--- config.mk ---
export PLATFORM = sky130hd
export DESIGN_NAME = mipsCore
export DESIGN_NICKNAME = d
export VERILOG_FILES = /design/src/rtl/mipsPkg.sv /design/src/rtl/datapathController.sv /design/src/rtl/aluControl.sv /design/src/rtl/executeUnit.sv /design/src/rtl/registerFile.sv /design/src/rtl/mipsCore.sv
export SDC_FILE = /design/constraint.sdc
export NUM_CORES = 2
export LEC_CHECK = 0
export BUFFER_PORTS_ARGS = -buffer_cell sky130_fd_sc_hd__clkbuf_2
export CORE_MARGIN = 5
export CORE_UTILIZATION = 30
export DETAILED_ROUTE_END_ITERATION = 16
export MAX_ROUTING_LAYER = met4
export PLACE_DENSITY = 0.54
export SLEW_MARGIN = 25
export SYNTH_ARGS = -nofsm -noshare
export SYNTH_HDL_FRONTEND = slang
export SYNTH_SLANG_ARGS = --single-unit
--- constraint.sdc ---
create_clock -name Clk -period 10.7 [get_ports Clk]
set_input_delay 0.535 -clock Clk [delete_from_list [all_inputs] [get_ports Clk]]
set_output_delay 0.535 -clock Clk [all_outputs]
set_load 0.05 [all_outputs]
--- src/rtl/mipsPkg.sv ---
package mipsPkg;

    ////////////////////////////////////////////////////////////
    // Architectural sizes
    ////////////////////////////////////////////////////////////
    localparam int NUM_REGS = 32;
    localparam int XLEN     = 32;

    ////////////////////////////////////////////////////////////
    // Major opcodes
    ////////////////////////////////////////////////////////////
    localparam logic [5:0] OP_RTYPE    = 6'b000000;
    localparam logic [5:0] OP_SPECIAL2 = 6'b011100;  // mul
    localparam logic [5:0] OP_SPECIAL3 = 6'b011111;  // seb, seh
    localparam logic [5:0] OP_ADDI     = 6'b001000;
    localparam logic [5:0] OP_ADDIU    = 6'b001001;
    localparam logic [5:0] OP_SLTI     = 6'b001010;
    localparam logic [5:0] OP_SLTIU    = 6'b001011;
    localparam logic [5:0] OP_ANDI     = 6'b001100;
    localparam logic [5:0] OP_ORI      = 6'b001101;
    localparam logic [5:0] OP_XORI     = 6'b001110;

    // Function codes of the R-type group
    localparam logic [5:0] FN_ADD  = 6'b100000;
    localparam logic [5:0] FN_ADDU = 6'b100001;
    localparam logic [5:0] FN_SUB  = 6'b100010;
    localparam logic [5:0] FN_SUBU = 6'b100011;
    localparam logic [5:0] FN_AND  = 6'b100100;
    localparam logic [5:0] FN_OR   = 6'b100101;
    localparam logic [5:0] FN_XOR  = 6'b100110;
    localparam logic [5:0] FN_NOR  = 6'b100111;
    localparam logic [5:0] FN_SLT  = 6'b101010;
    localparam logic [5:0] FN_SLTU = 6'b101011;
    localparam logic [5:0] FN_SLL  = 6'b000000;
    localparam logic [5:0] FN_SRL  = 6'b000010;
    localparam logic [5:0] FN_SRA  = 6'b000011;

    localparam logic [5:0] FN_MUL   = 6'b000010;  // Special2 group
    localparam logic [5:0] FN_BSHFL = 6'b100000;  // Special3 group
    localparam logic [4:0] SEB_SA   = 5'b10000;   // Selector in the shamt field
    localparam logic [4:0] SEH_SA   = 5'b11000;

    ////////////////////////////////////////////////////////////
    // Decoder and ALU encodings
    ////////////////////////////////////////////////////////////
    typedef enum logic [3:0] {
        CLS_IDLE, CLS_RTYPE, CLS_MUL, CLS_BSHFL, CLS_ADD,
        CLS_AND, CLS_OR, CLS_XOR, CLS_SLT, CLS_SLTU
    } aluClass_e;

    typedef enum logic [3:0] {
        ADD, SUB, AND, OR, XOR, NOR, SLT,
        SLTU, SLL, SRL, SRA, MUL, SEB, SEH
    } aluOp_e;

    typedef struct packed {
        logic [5:0] opcode;
        logic [4:0] rs;
        logic [4:0] rt;
        logic [4:0] rd;
        logic [4:0] shamt;
        logic [5:0] funct;
    } instr_t;

    typedef struct packed {
        logic      regDst;    // 1 picks rt as destination
        logic      regWrite;
        logic      aluSrc;    // 1 picks the immediate
        logic      signExt;
        aluClass_e aluClass;
    } ctrl_t;

    typedef struct packed {
        logic            valid;
        logic [4:0]      regIdx;
        logic [XLEN-1:0] data;
    } wbReport_t;

    // No write, no report
    localparam ctrl_t CTRL_IDLE = '{regDst: 1'b0, regWrite: 1'b0, aluSrc: 1'b0,
                                    signExt: 1'b0, aluClass: CLS_IDLE};

endpackage

--- src/rtl/datapathController.sv ---
`timescale 1ns/1ps

module datapathController import mipsPkg::*; (
    input  logic   instrValid,
    input  instr_t instr,
    output ctrl_t  ctrl
);

    ////////////////////////////////////////////////////////////
    // Main decode on the major opcode
    ////////////////////////////////////////////////////////////
    always_comb begin
        ctrl = CTRL_IDLE;  // Also covers unknown opcodes
        if (instrValid) begin
            case (instr.opcode)
                OP_RTYPE: begin
                    ctrl = '{regDst: 1'b0, regWrite: 1'b1, aluSrc: 1'b0,
                             signExt: 1'b0, aluClass: CLS_RTYPE};
                end
                OP_SPECIAL2: begin
                    ctrl = '{regDst: 1'b0, regWrite: 1'b1, aluSrc: 1'b0,
                             signExt: 1'b0, aluClass: CLS_MUL};
                end
                // seb and seh write rd from rt
                OP_SPECIAL3: begin
                    ctrl = '{regDst: 1'b0, regWrite: 1'b1, aluSrc: 1'b0,
                             signExt: 1'b0, aluClass: CLS_BSHFL};
                end

                // Arithmetic immediates, sign extended
                OP_ADDI: begin
                    ctrl = '{regDst: 1'b1, regWrite: 1'b1, aluSrc: 1'b1,
                             signExt: 1'b1, aluClass: CLS_ADD};
                end
                OP_ADDIU: begin
                    ctrl = '{regDst: 1'b1, regWrite: 1'b1, aluSrc: 1'b1,
                             signExt: 1'b1, aluClass: CLS_ADD};
                end
                OP_SLTI: begin
                    ctrl = '{regDst: 1'b1, regWrite: 1'b1, aluSrc: 1'b1,
                             signExt: 1'b1, aluClass: CLS_SLT};
                end
                OP_SLTIU: begin
                    ctrl = '{regDst: 1'b1, regWrite: 1'b1, aluSrc: 1'b1,
                             signExt: 1'b1, aluClass: CLS_SLTU};
                end

                // Logic immediates, zero extended
                OP_ANDI: begin
                    ctrl = '{regDst: 1'b1, regWrite: 1'b1, aluSrc: 1'b1,
                             signExt: 1'b0, aluClass: CLS_AND};
                end
                OP_ORI: begin
                    ctrl = '{regDst: 1'b1, regWrite: 1'b1, aluSrc: 1'b1,
                             signExt: 1'b0, aluClass: CLS_OR};
                end
                OP_XORI: begin
                    ctrl = '{regDst: 1'b1, regWrite: 1'b1, aluSrc: 1'b1,
                             signExt: 1'b0, aluClass: CLS_XOR};
                end
                default: begin
                    ctrl = CTRL_IDLE;
                end
            endcase
        end
    end

endmodule

--- src/rtl/aluControl.sv ---
`timescale 1ns/1ps

module aluControl import mipsPkg::*; (
    input  aluClass_e aluClass,
    input  instr_t    instr,
    output aluOp_e    aluOp,
    output logic      opLegal
);

    always_comb begin
        aluOp   = ADD;
        opLegal = 1'b1;
        case (aluClass)
            CLS_RTYPE: begin
                case (instr.funct)
                    FN_ADD, FN_ADDU: aluOp = ADD;  // No overflow trap
                    FN_SUB, FN_SUBU: aluOp = SUB;
                    FN_AND:          aluOp = AND;
                    FN_OR:           aluOp = OR;
                    FN_XOR:          aluOp = XOR;
                    FN_NOR:          aluOp = NOR;
                    FN_SLT:          aluOp = SLT;
                    FN_SLTU:         aluOp = SLTU;
                    FN_SLL:          aluOp = SLL;
                    FN_SRL:          aluOp = SRL;
                    FN_SRA:          aluOp = SRA;
                    default:         opLegal = 1'b0;
                endcase
            end
            CLS_MUL: begin
                aluOp   = MUL;
                opLegal = (instr.funct == FN_MUL);
            end
            // Byte or half chosen by the shamt selector
            CLS_BSHFL: begin
                if (instr.funct == FN_BSHFL && instr.shamt == SEB_SA) begin
                    aluOp = SEB;
                end else if (instr.funct == FN_BSHFL && instr.shamt == SEH_SA) begin
                    aluOp = SEH;
                end else begin
                    opLegal = 1'b0;
                end
            end
            CLS_ADD:  aluOp = ADD;
            CLS_AND:  aluOp = AND;
            CLS_OR:   aluOp = OR;
            CLS_XOR:  aluOp = XOR;
            CLS_SLT:  aluOp = SLT;
            CLS_SLTU: aluOp = SLTU;
            default: begin
                opLegal = 1'b0;  // Idle class
            end
        endcase
    end

endmodule

--- src/rtl/executeUnit.sv ---
`timescale 1ns/1ps

module executeUnit import mipsPkg::*; (
    input  instr_t          instr,
    input  ctrl_t           ctrl,
    input  aluOp_e          aluOp,
    input  logic [XLEN-1:0] rsData,
    input  logic [XLEN-1:0] rtData,
    output logic [XLEN-1:0] result
);

    logic [15:0]     imm16;
    logic [XLEN-1:0] immExt;
    logic [XLEN-1:0] opB;
    logic [XLEN-1:0] mulLow;
    logic [XLEN-1:0] sebVal;
    logic [XLEN-1:0] sehVal;

    ////////////////////////////////////////////////////////////
    // Operand selection
    ////////////////////////////////////////////////////////////

    // Immediate lives in the rd, shamt and funct fields
    assign imm16 = {instr.rd, instr.shamt, instr.funct};

    always_comb begin
        if (ctrl.signExt) begin
            immExt = {{(XLEN-16){imm16[15]}}, imm16};
        end else begin
            immExt = {{(XLEN-16){1'b0}}, imm16};
        end
    end

    assign opB = ctrl.aluSrc ? immExt : rtData;

    ////////////////////////////////////////////////////////////
    // Special operations
    ////////////////////////////////////////////////////////////

    // Low word of the signed product, sized to XLEN by context
    assign mulLow = $signed(rsData) * $signed(rtData);

    assign sebVal = {{(XLEN-8){rtData[7]}}, rtData[7:0]};
    assign sehVal = {{(XLEN-16){rtData[15]}}, rtData[15:0]};

    ////////////////////////////////////////////////////////////
    // ALU
    ////////////////////////////////////////////////////////////
    always_comb begin
        case (aluOp)
            ADD:  result = rsData + opB;
            SUB:  result = rsData - opB;
            AND:  result = rsData & opB;
            OR:   result = rsData | opB;
            XOR:  result = rsData ^ opB;
            NOR:  result = ~(rsData | opB);

            // Compares give 0 or 1
            SLT: begin
                result = {{(XLEN-1){1'b0}}, ($signed(rsData) < $signed(opB))};
            end
            SLTU: begin
                result = {{(XLEN-1){1'b0}}, (rsData < opB)};
            end

            // Shift amount comes from shamt, value from rt
            SLL:  result = rtData << instr.shamt;
            SRL:  result = rtData >> instr.shamt;
            SRA:  result = $unsigned($signed(rtData) >>> instr.shamt);

            MUL:  result = mulLow;
            SEB:  result = sebVal;
            SEH:  result = sehVal;
            default: begin
                result = '0;
            end
        endcase
    end

endmodule

--- src/rtl/registerFile.sv ---
`timescale 1ns/1ps

module registerFile import mipsPkg::*; (
    input  logic            Clk,
    input  logic            reset,
    input  logic [4:0]      raddrA,
    input  logic [4:0]      raddrB,
    output logic [XLEN-1:0] rdataA,
    output logic [XLEN-1:0] rdataB,
    input  logic            we,
    input  logic [4:0]      waddr,
    input  logic [XLEN-1:0] wdata,
    output wbReport_t       wb
);

    logic [XLEN-1:0] regs [NUM_REGS];
    logic            doWrite;

    assign doWrite = we && (waddr != 5'd0);  // r0 stays zero

    always_ff @(posedge Clk) begin
        if (reset) begin
            for (int i = 0; i < NUM_REGS; i++) begin
                regs[i] <= '0;
            end
            wb <= '0;
        end else begin
            if (doWrite) begin
                regs[waddr] <= wdata;
            end
            // One-cycle pulse per committed write
            wb.valid  <= doWrite;
            wb.regIdx <= waddr;
            wb.data   <= wdata;
        end
    end

    // Asynchronous reads
    assign rdataA = (raddrA == 5'd0) ? '0 : regs[raddrA];
    assign rdataB = (raddrB == 5'd0) ? '0 : regs[raddrB];

endmodule

--- src/rtl/mipsCore.sv ---
`timescale 1ns/1ps

module mipsCore import mipsPkg::*; (
    input  logic      Clk,
    input  logic      reset,
    input  logic      instrValid,
    input  instr_t    instr,
    output wbReport_t wb
);

    ctrl_t           ctrl;
    aluOp_e          aluOp;
    logic            opLegal;
    logic [XLEN-1:0] rsData;
    logic [XLEN-1:0] rtData;
    logic [XLEN-1:0] result;
    logic [4:0]      destIdx;
    logic            wrEn;

    assign destIdx = ctrl.regDst ? instr.rt : instr.rd;  // Immediates write rt
    assign wrEn    = ctrl.regWrite & opLegal;

    datapathController datapathController_inst (
        .instrValid (instrValid),
        .instr      (instr),
        .ctrl       (ctrl)
    );

    aluControl aluControl_inst (
        .aluClass (ctrl.aluClass),
        .instr    (instr),
        .aluOp    (aluOp),
        .opLegal  (opLegal)
    );

    executeUnit executeUnit_inst (
        .instr  (instr),
        .ctrl   (ctrl),
        .aluOp  (aluOp),
        .rsData (rsData),
        .rtData (rtData),
        .result (result)
    );

    registerFile registerFile_inst (
        .Clk    (Clk),
        .reset  (reset),
        .raddrA (instr.rs),
        .raddrB (instr.rt),
        .rdataA (rsData),
        .rdataB (rtData),
        .we     (wrEn),
        .waddr  (destIdx),
        .wdata  (result),
        .wb     (wb)
    );

endmodule

# Word level (Yosys, flattened, before mapping)
# Memory sizes are Yosys's and may differ from the RTL's.
# Cells that the tools add are included.
# classes
n_eq_ne	36
n_addsub	2
n_bitwise	5
n_lt_le_gt_ge	2
n_shift	3
mul	1
reduce_logical	12
div_mod_pow	0
n_mux	24
# op_table
operator	n
32-bit case mux with 14 select lines	1
32-bit two-way mux	5
32-bit < comparator	2
6-bit equality test, second input constant	10
4-bit case mux with 10 select lines	1
32-bit adder	1
32-bit AND	1
4-bit by 3-bit equality test with 1-bit output, second input constant	8
4-bit equality test, second input constant	8
32-bit by 32-bit multiplier with 32-bit output	1
32-bit NOT	1
32-bit OR	1
4-bit case mux with 8 select lines	1
32-bit OR reduction	1
32-bit by 5-bit left shift with 32-bit output	1
32-bit by 5-bit right shift with 32-bit output	1
32-bit by 5-bit >>> shifter with 32-bit output	1
32-bit subtractor	1
32-bit bitwise XOR	1
4-bit by 2-bit equality test with 1-bit output, second input constant	4
8-bit two-way mux	2
13-bit OR reduction	1
6-bit by 2-bit equality test with 1-bit output, second input constant	2
5-bit equality test, second input constant	2
13 further kinds	27
# word_totals
output_inout_bits	38
latch_bits	0
mem_bits_ro	256
inputBits	35
register_bits	38
mem_bits_rw	1024
word_cells	90
mem_count	2
# mem_list
name	words	word_bits	rd	rd_ports_with_merged_regs	write_ports	line	rtl
registerFile_inst.regs	32	32	2	0	32	registerFile.sv:16	logic [XLEN-1:0] regs [NUM_REGS];
(name not given)	32	8	1	0	0	datapathController.sv:15	case (instr.opcode)

# Longest topological paths before layout
# An unclocked memory read counts as a cell.
# depth
word_depth	13
mapped_depth	44
mapped_depth_nobuf	33

# By module
# Synthesis repeated with hierarchy kept, for this count alone.
# hier_totals
hier_cells	6846
hier_area_um2	81343.0
# by_module_without_submodules
mod	area_each_um2	cells_per_inst	instances
registerFile	55236.7	3585	1
executeUnit	25522.0	3179	1
aluControl	319.1	48	1
datapathController	202.7	28	1
mipsCore	62.6	6	1

# Worst setup path before layout
# OpenSTA, ideal clock, no wires.
# synth_path
path_kind	in2reg
from	input instr[21] (netlist name)
to	memory registerFile_inst.regs[10][30], data pin
n_path_buf	10
cell_stages	40
arrival_ns	9.747
slack_ns	0.686
setup_ns	0.267
cell_sequence	buf_4 buf_6 buf_6 buf_4 buf_6 buf_6 buf_4 mux4_2 a221oi_1 o21ai_0 nand3_1 clkbuf_1 buf_1 nor2_1 fa_1 inv_1 fa_1 inv_1 [... 4 more ...] fa_1 fa_1 fa_1 fa_1 ha_1 a21o_1 a21o_1 a21oi_1 o21ai_0 a21o_1 a21oi_1 o2111ai_1 nand3_1 mux2i_1 or3_1 nor3_1 buf_2 nor2_1
# synth_lines
element	line	rtl
from (decl)	mipsCore.sv:7	input instr_t instr,
to (decl)	registerFile.sv:16	

==> impl_results.md <==
* Root buf cell: clkbuf_16
* Number of synthesized flops with an enable pin at 1024
* Setup slack on the worst flop-to-flop path at 510 ps
* Post-Route Utilization at 0.343
* Yosys warns at 0
* Reg2reg path depth at 34
* Synth Register Bits at 1062
* IO Port Bufs at 72
* Avg WL per Cell at 33.1 um
* Total global-route track usage at 0.262
* Post-synth top flop: edfxtp_1
* Status: finished, final reports clean
* Slew headroom at 0.216
* Period utilisation layout at 0.970
* DRC Markers at 0
* Chip height at 527 um
* H-Tree Level Count at 3
* Kind of critical path: in -> reg
* Setup TNS at 0 ps
* Via count at 65300
* Max-cap violations at 0
* Asr flop ratio synth at 0
* Synthesis-to-layout area growth at 13.5%
* Overflow after GRT at 0
* Die Area at between 0.2 and 0.3 sq mm
* Maximum root-to-sink buffer count at 3
* Final hold viol count at 0
* Largest net degree at the start of global routing at 58
* Detailed Routing Iterations Pass 1 at 8
* Placed cell count at 10800
* Crit path top cell by count: fa_1
* Hold Path Class: in -> reg
* Syn Inst Count at 7256
* Worst Skew at between 40 and 50 ps
* Share of cells above drive strength 1 at 0.195
* Antenna violations before repair at 11
* R2r endpoint: registerFile_inst.regs[5][22]
* CP endpoint: registerFile_inst.regs[5][22]
* WL final at 365 mm
* Max Fanout on Critical Path at 32
* Slew Viols, Final at 0
* Clock sink total at around 1100
* HPWL Detailed at 255 mm
* Required @ worst endpoint at about 11000 ps
* First-pass GRT wire length at 504 mm
* Syn Area/Cell at ~11 sq um
* WP depth at 34
* Nets at 8068
* Synth cell types at 103
* Final min period at around 10000 ps
* RSZ-0062 raised after global routing: no
* CTS Buf Count at 106
* CTS tree: yes
* Post-CTS Setup Repair Bufs at 0
* Die Wd at ~530 um
* Vias in the first global route at 64200
* RR Startpoint: registerFile_inst.regs[23][10]
* CTS resizes at 0
* Vias per std cell at 5.93
* Clk_lat worst skew at 750 ps
* Critical path launch point: instr[21]
* Cell family with most CP delay: adder cells
* Hold Buf Count CTS at 0
* Post-synthesis sequential area ratio at 0.393
* DRT iter0 DRCs at about 9500
* Post-route ant nets at 0
* Slowest CP cell: a2111oi_1
* Row cnt at roughly 190
* Critical path buffers and inverters at 10
* Initial Util at 0.302
* Core ar. at 0.266 sq mm
* Max stage delay on crit path at slightly below 800 ps
* Synth Cell Area at 0.0801 sq mm
* Pleak at about 36 nW
* # IOs at 73
* Finished Layout Cells at 11000
* Setup violations, final at 0
* Placer congestion estimate at 1.02
* Max Clock Freq at between 0.09 and 0.1 GHz
* Critical path data arrival time at 10830 ps
* Maximum VDD drop at about 1.7 mV
* Pwr dens at approximately 350 mW/mm^2
* Crit end category: flip-flop
* Clk slew on worst S/H paths at 60 ps
* Worst slew pin tran at 1170 ps
* CP Launch Type: input port
==> through the flow <==
step / setup WS [ps] / power (W) / hold WS (ps) / area (sq um)
global placement: -468 / 0.0279 / 889 / 87500
detailed placement: -280 / 0.0279 / 899 / 87500
finish: 321 / 0.0320 / 152 / 91000
global route: 140 / 0.0340 / 170 / 91000
floorplan: 686 / 0.0184 / 675 / 80200
CTS: 464 / 0.0318 / 108 / 90900
==> logic make-up after synthesis <==
| family | synth area share |
|---|---|
| AND/OR/NAND/NOR | 0.127 |
| buffers and inverters | 0.0666 |
| flip-flops | 0.393 |
| AO/OA/AOI/OAI | 0.0889 |
| multiplexers | 0.170 |
| adder cells (fa/ha/maj) | 0.141 |
| XOR/XNOR | 0.0125 |
| other | 0.0000468 |
==> layer usage <==
layer | routed length, um | global-route usage | part of all wire | vias up
met3 | 41300 | 0.0621 | 0.11 | 993
met5 | 0 | - | 0 | -
met4 | 22100 | 0.129 | 0.061 | 0
met2 | 164000 | 0.401 | 0.45 | 4434
met1 | 137000 | 0.327 | 0.38 | 33800
li1 | - | - | - | 26100
==> cell usage after synthesis, types with 28 or more instances <==
cell	n	area, sq um
nor2_1	1487	5580
edfxtp_1	1024	30700
inv_1	558	2090
nand2_1	453	1700
mux4_2	432	9730
fa_1	410	8210
clkbuf_1	348	1310
mux2i_1	288	2880
ha_1	250	3130
a21oi_1	234	1170
o21ai_0	164	821
buf_2	150	751
xnor2_1	70	613
mux2_2	67	754
o22ai_1	67	419
nand3_1	64	320
nor3_1	63	315
o221ai_1	59	517
buf_4	55	413
nand2b_1	47	294
a211oi_1	46	345
buf_1	42	158
or3_1	41	257
a22oi_1	40	300
dfxtp_1	38	761
a221oi_1	37	324
a21o_1	36	270
o211ai_1	36	270
and2_1	35	219
a211o_1	34	298
xor2_1	31	272
buf_6	30	338
nor2_2	30	188
nand4_1	28	175
==> placed cells by master (no fill, tap or decap), types with 65 or more instances in the layout <==
cell type     n
nor2_1     1486
edfxtp_1   1024
inv_1       555
buf_4       468
mux4_2      432
nand2_1     425
fa_1        410
mux2i_1     288
ha_1        250
a21oi_1     226
o21ai_0     162
clkbuf_16   108
buf_12       79
xnor2_1      70
mux2_2       67
o22ai_1      67
clkbuf_2     65
==> worst register-to-register path: cells and delay by family (launching register included) <==
family / cells / cell delay, ps
xor gates and xnor gates: 1 / 210
DFF: 1 / 400
muxes: 1 / 290
and+or+nand+nor: 4 / 640
AOI/OAI and AO/OA: 9 / 2800
adders and majority gates: 9 / 3970
buffers and inverters: 10 / 1610
==> how the worst min path moves through the flow <==
stage	from	to	slack, ps	cells past startpoint
after floorplan	instr[11]	registerFile_inst.wb[32]	680	2
after global placement	instr[12]	registerFile_inst.wb[33]	890	3
after detailed placement	instr[12]	registerFile_inst.wb[33]	900	3
after CTS	instr[12]	registerFile_inst.wb[33]	110	3
after global routing	instr[12]	registerFile_inst.wb[33]	170	3
final	instr[14]	registerFile_inst.wb[35]	150	3
==> where the power goes <==
group	switching (W)	internal (W)	total (W)
Combinational	0.0137	0.00964	0.0234
Clock	0.00170	0.00205	0.00375
Sequential	0.0000921	0.00473	0.00482
==> layout make-up <==
cell class              instances  area (sq um)
clock buffers                 140          2890
clock inverters                54           498
multi-input cells            5019         44000
well taps                    3533          4420
repair buffers                616          5480
flip-flops and latches       1062         31500
diodes                         15          37.5
fillers                     26400        175000
inverters                     568          2130
==> flip-flops by register name, summed over array words and instances, names as in the netlist <==
name,count
registerFile_inst.regs,1024
registerFile_inst.wb,38
(Power assumes the default switching activity.)
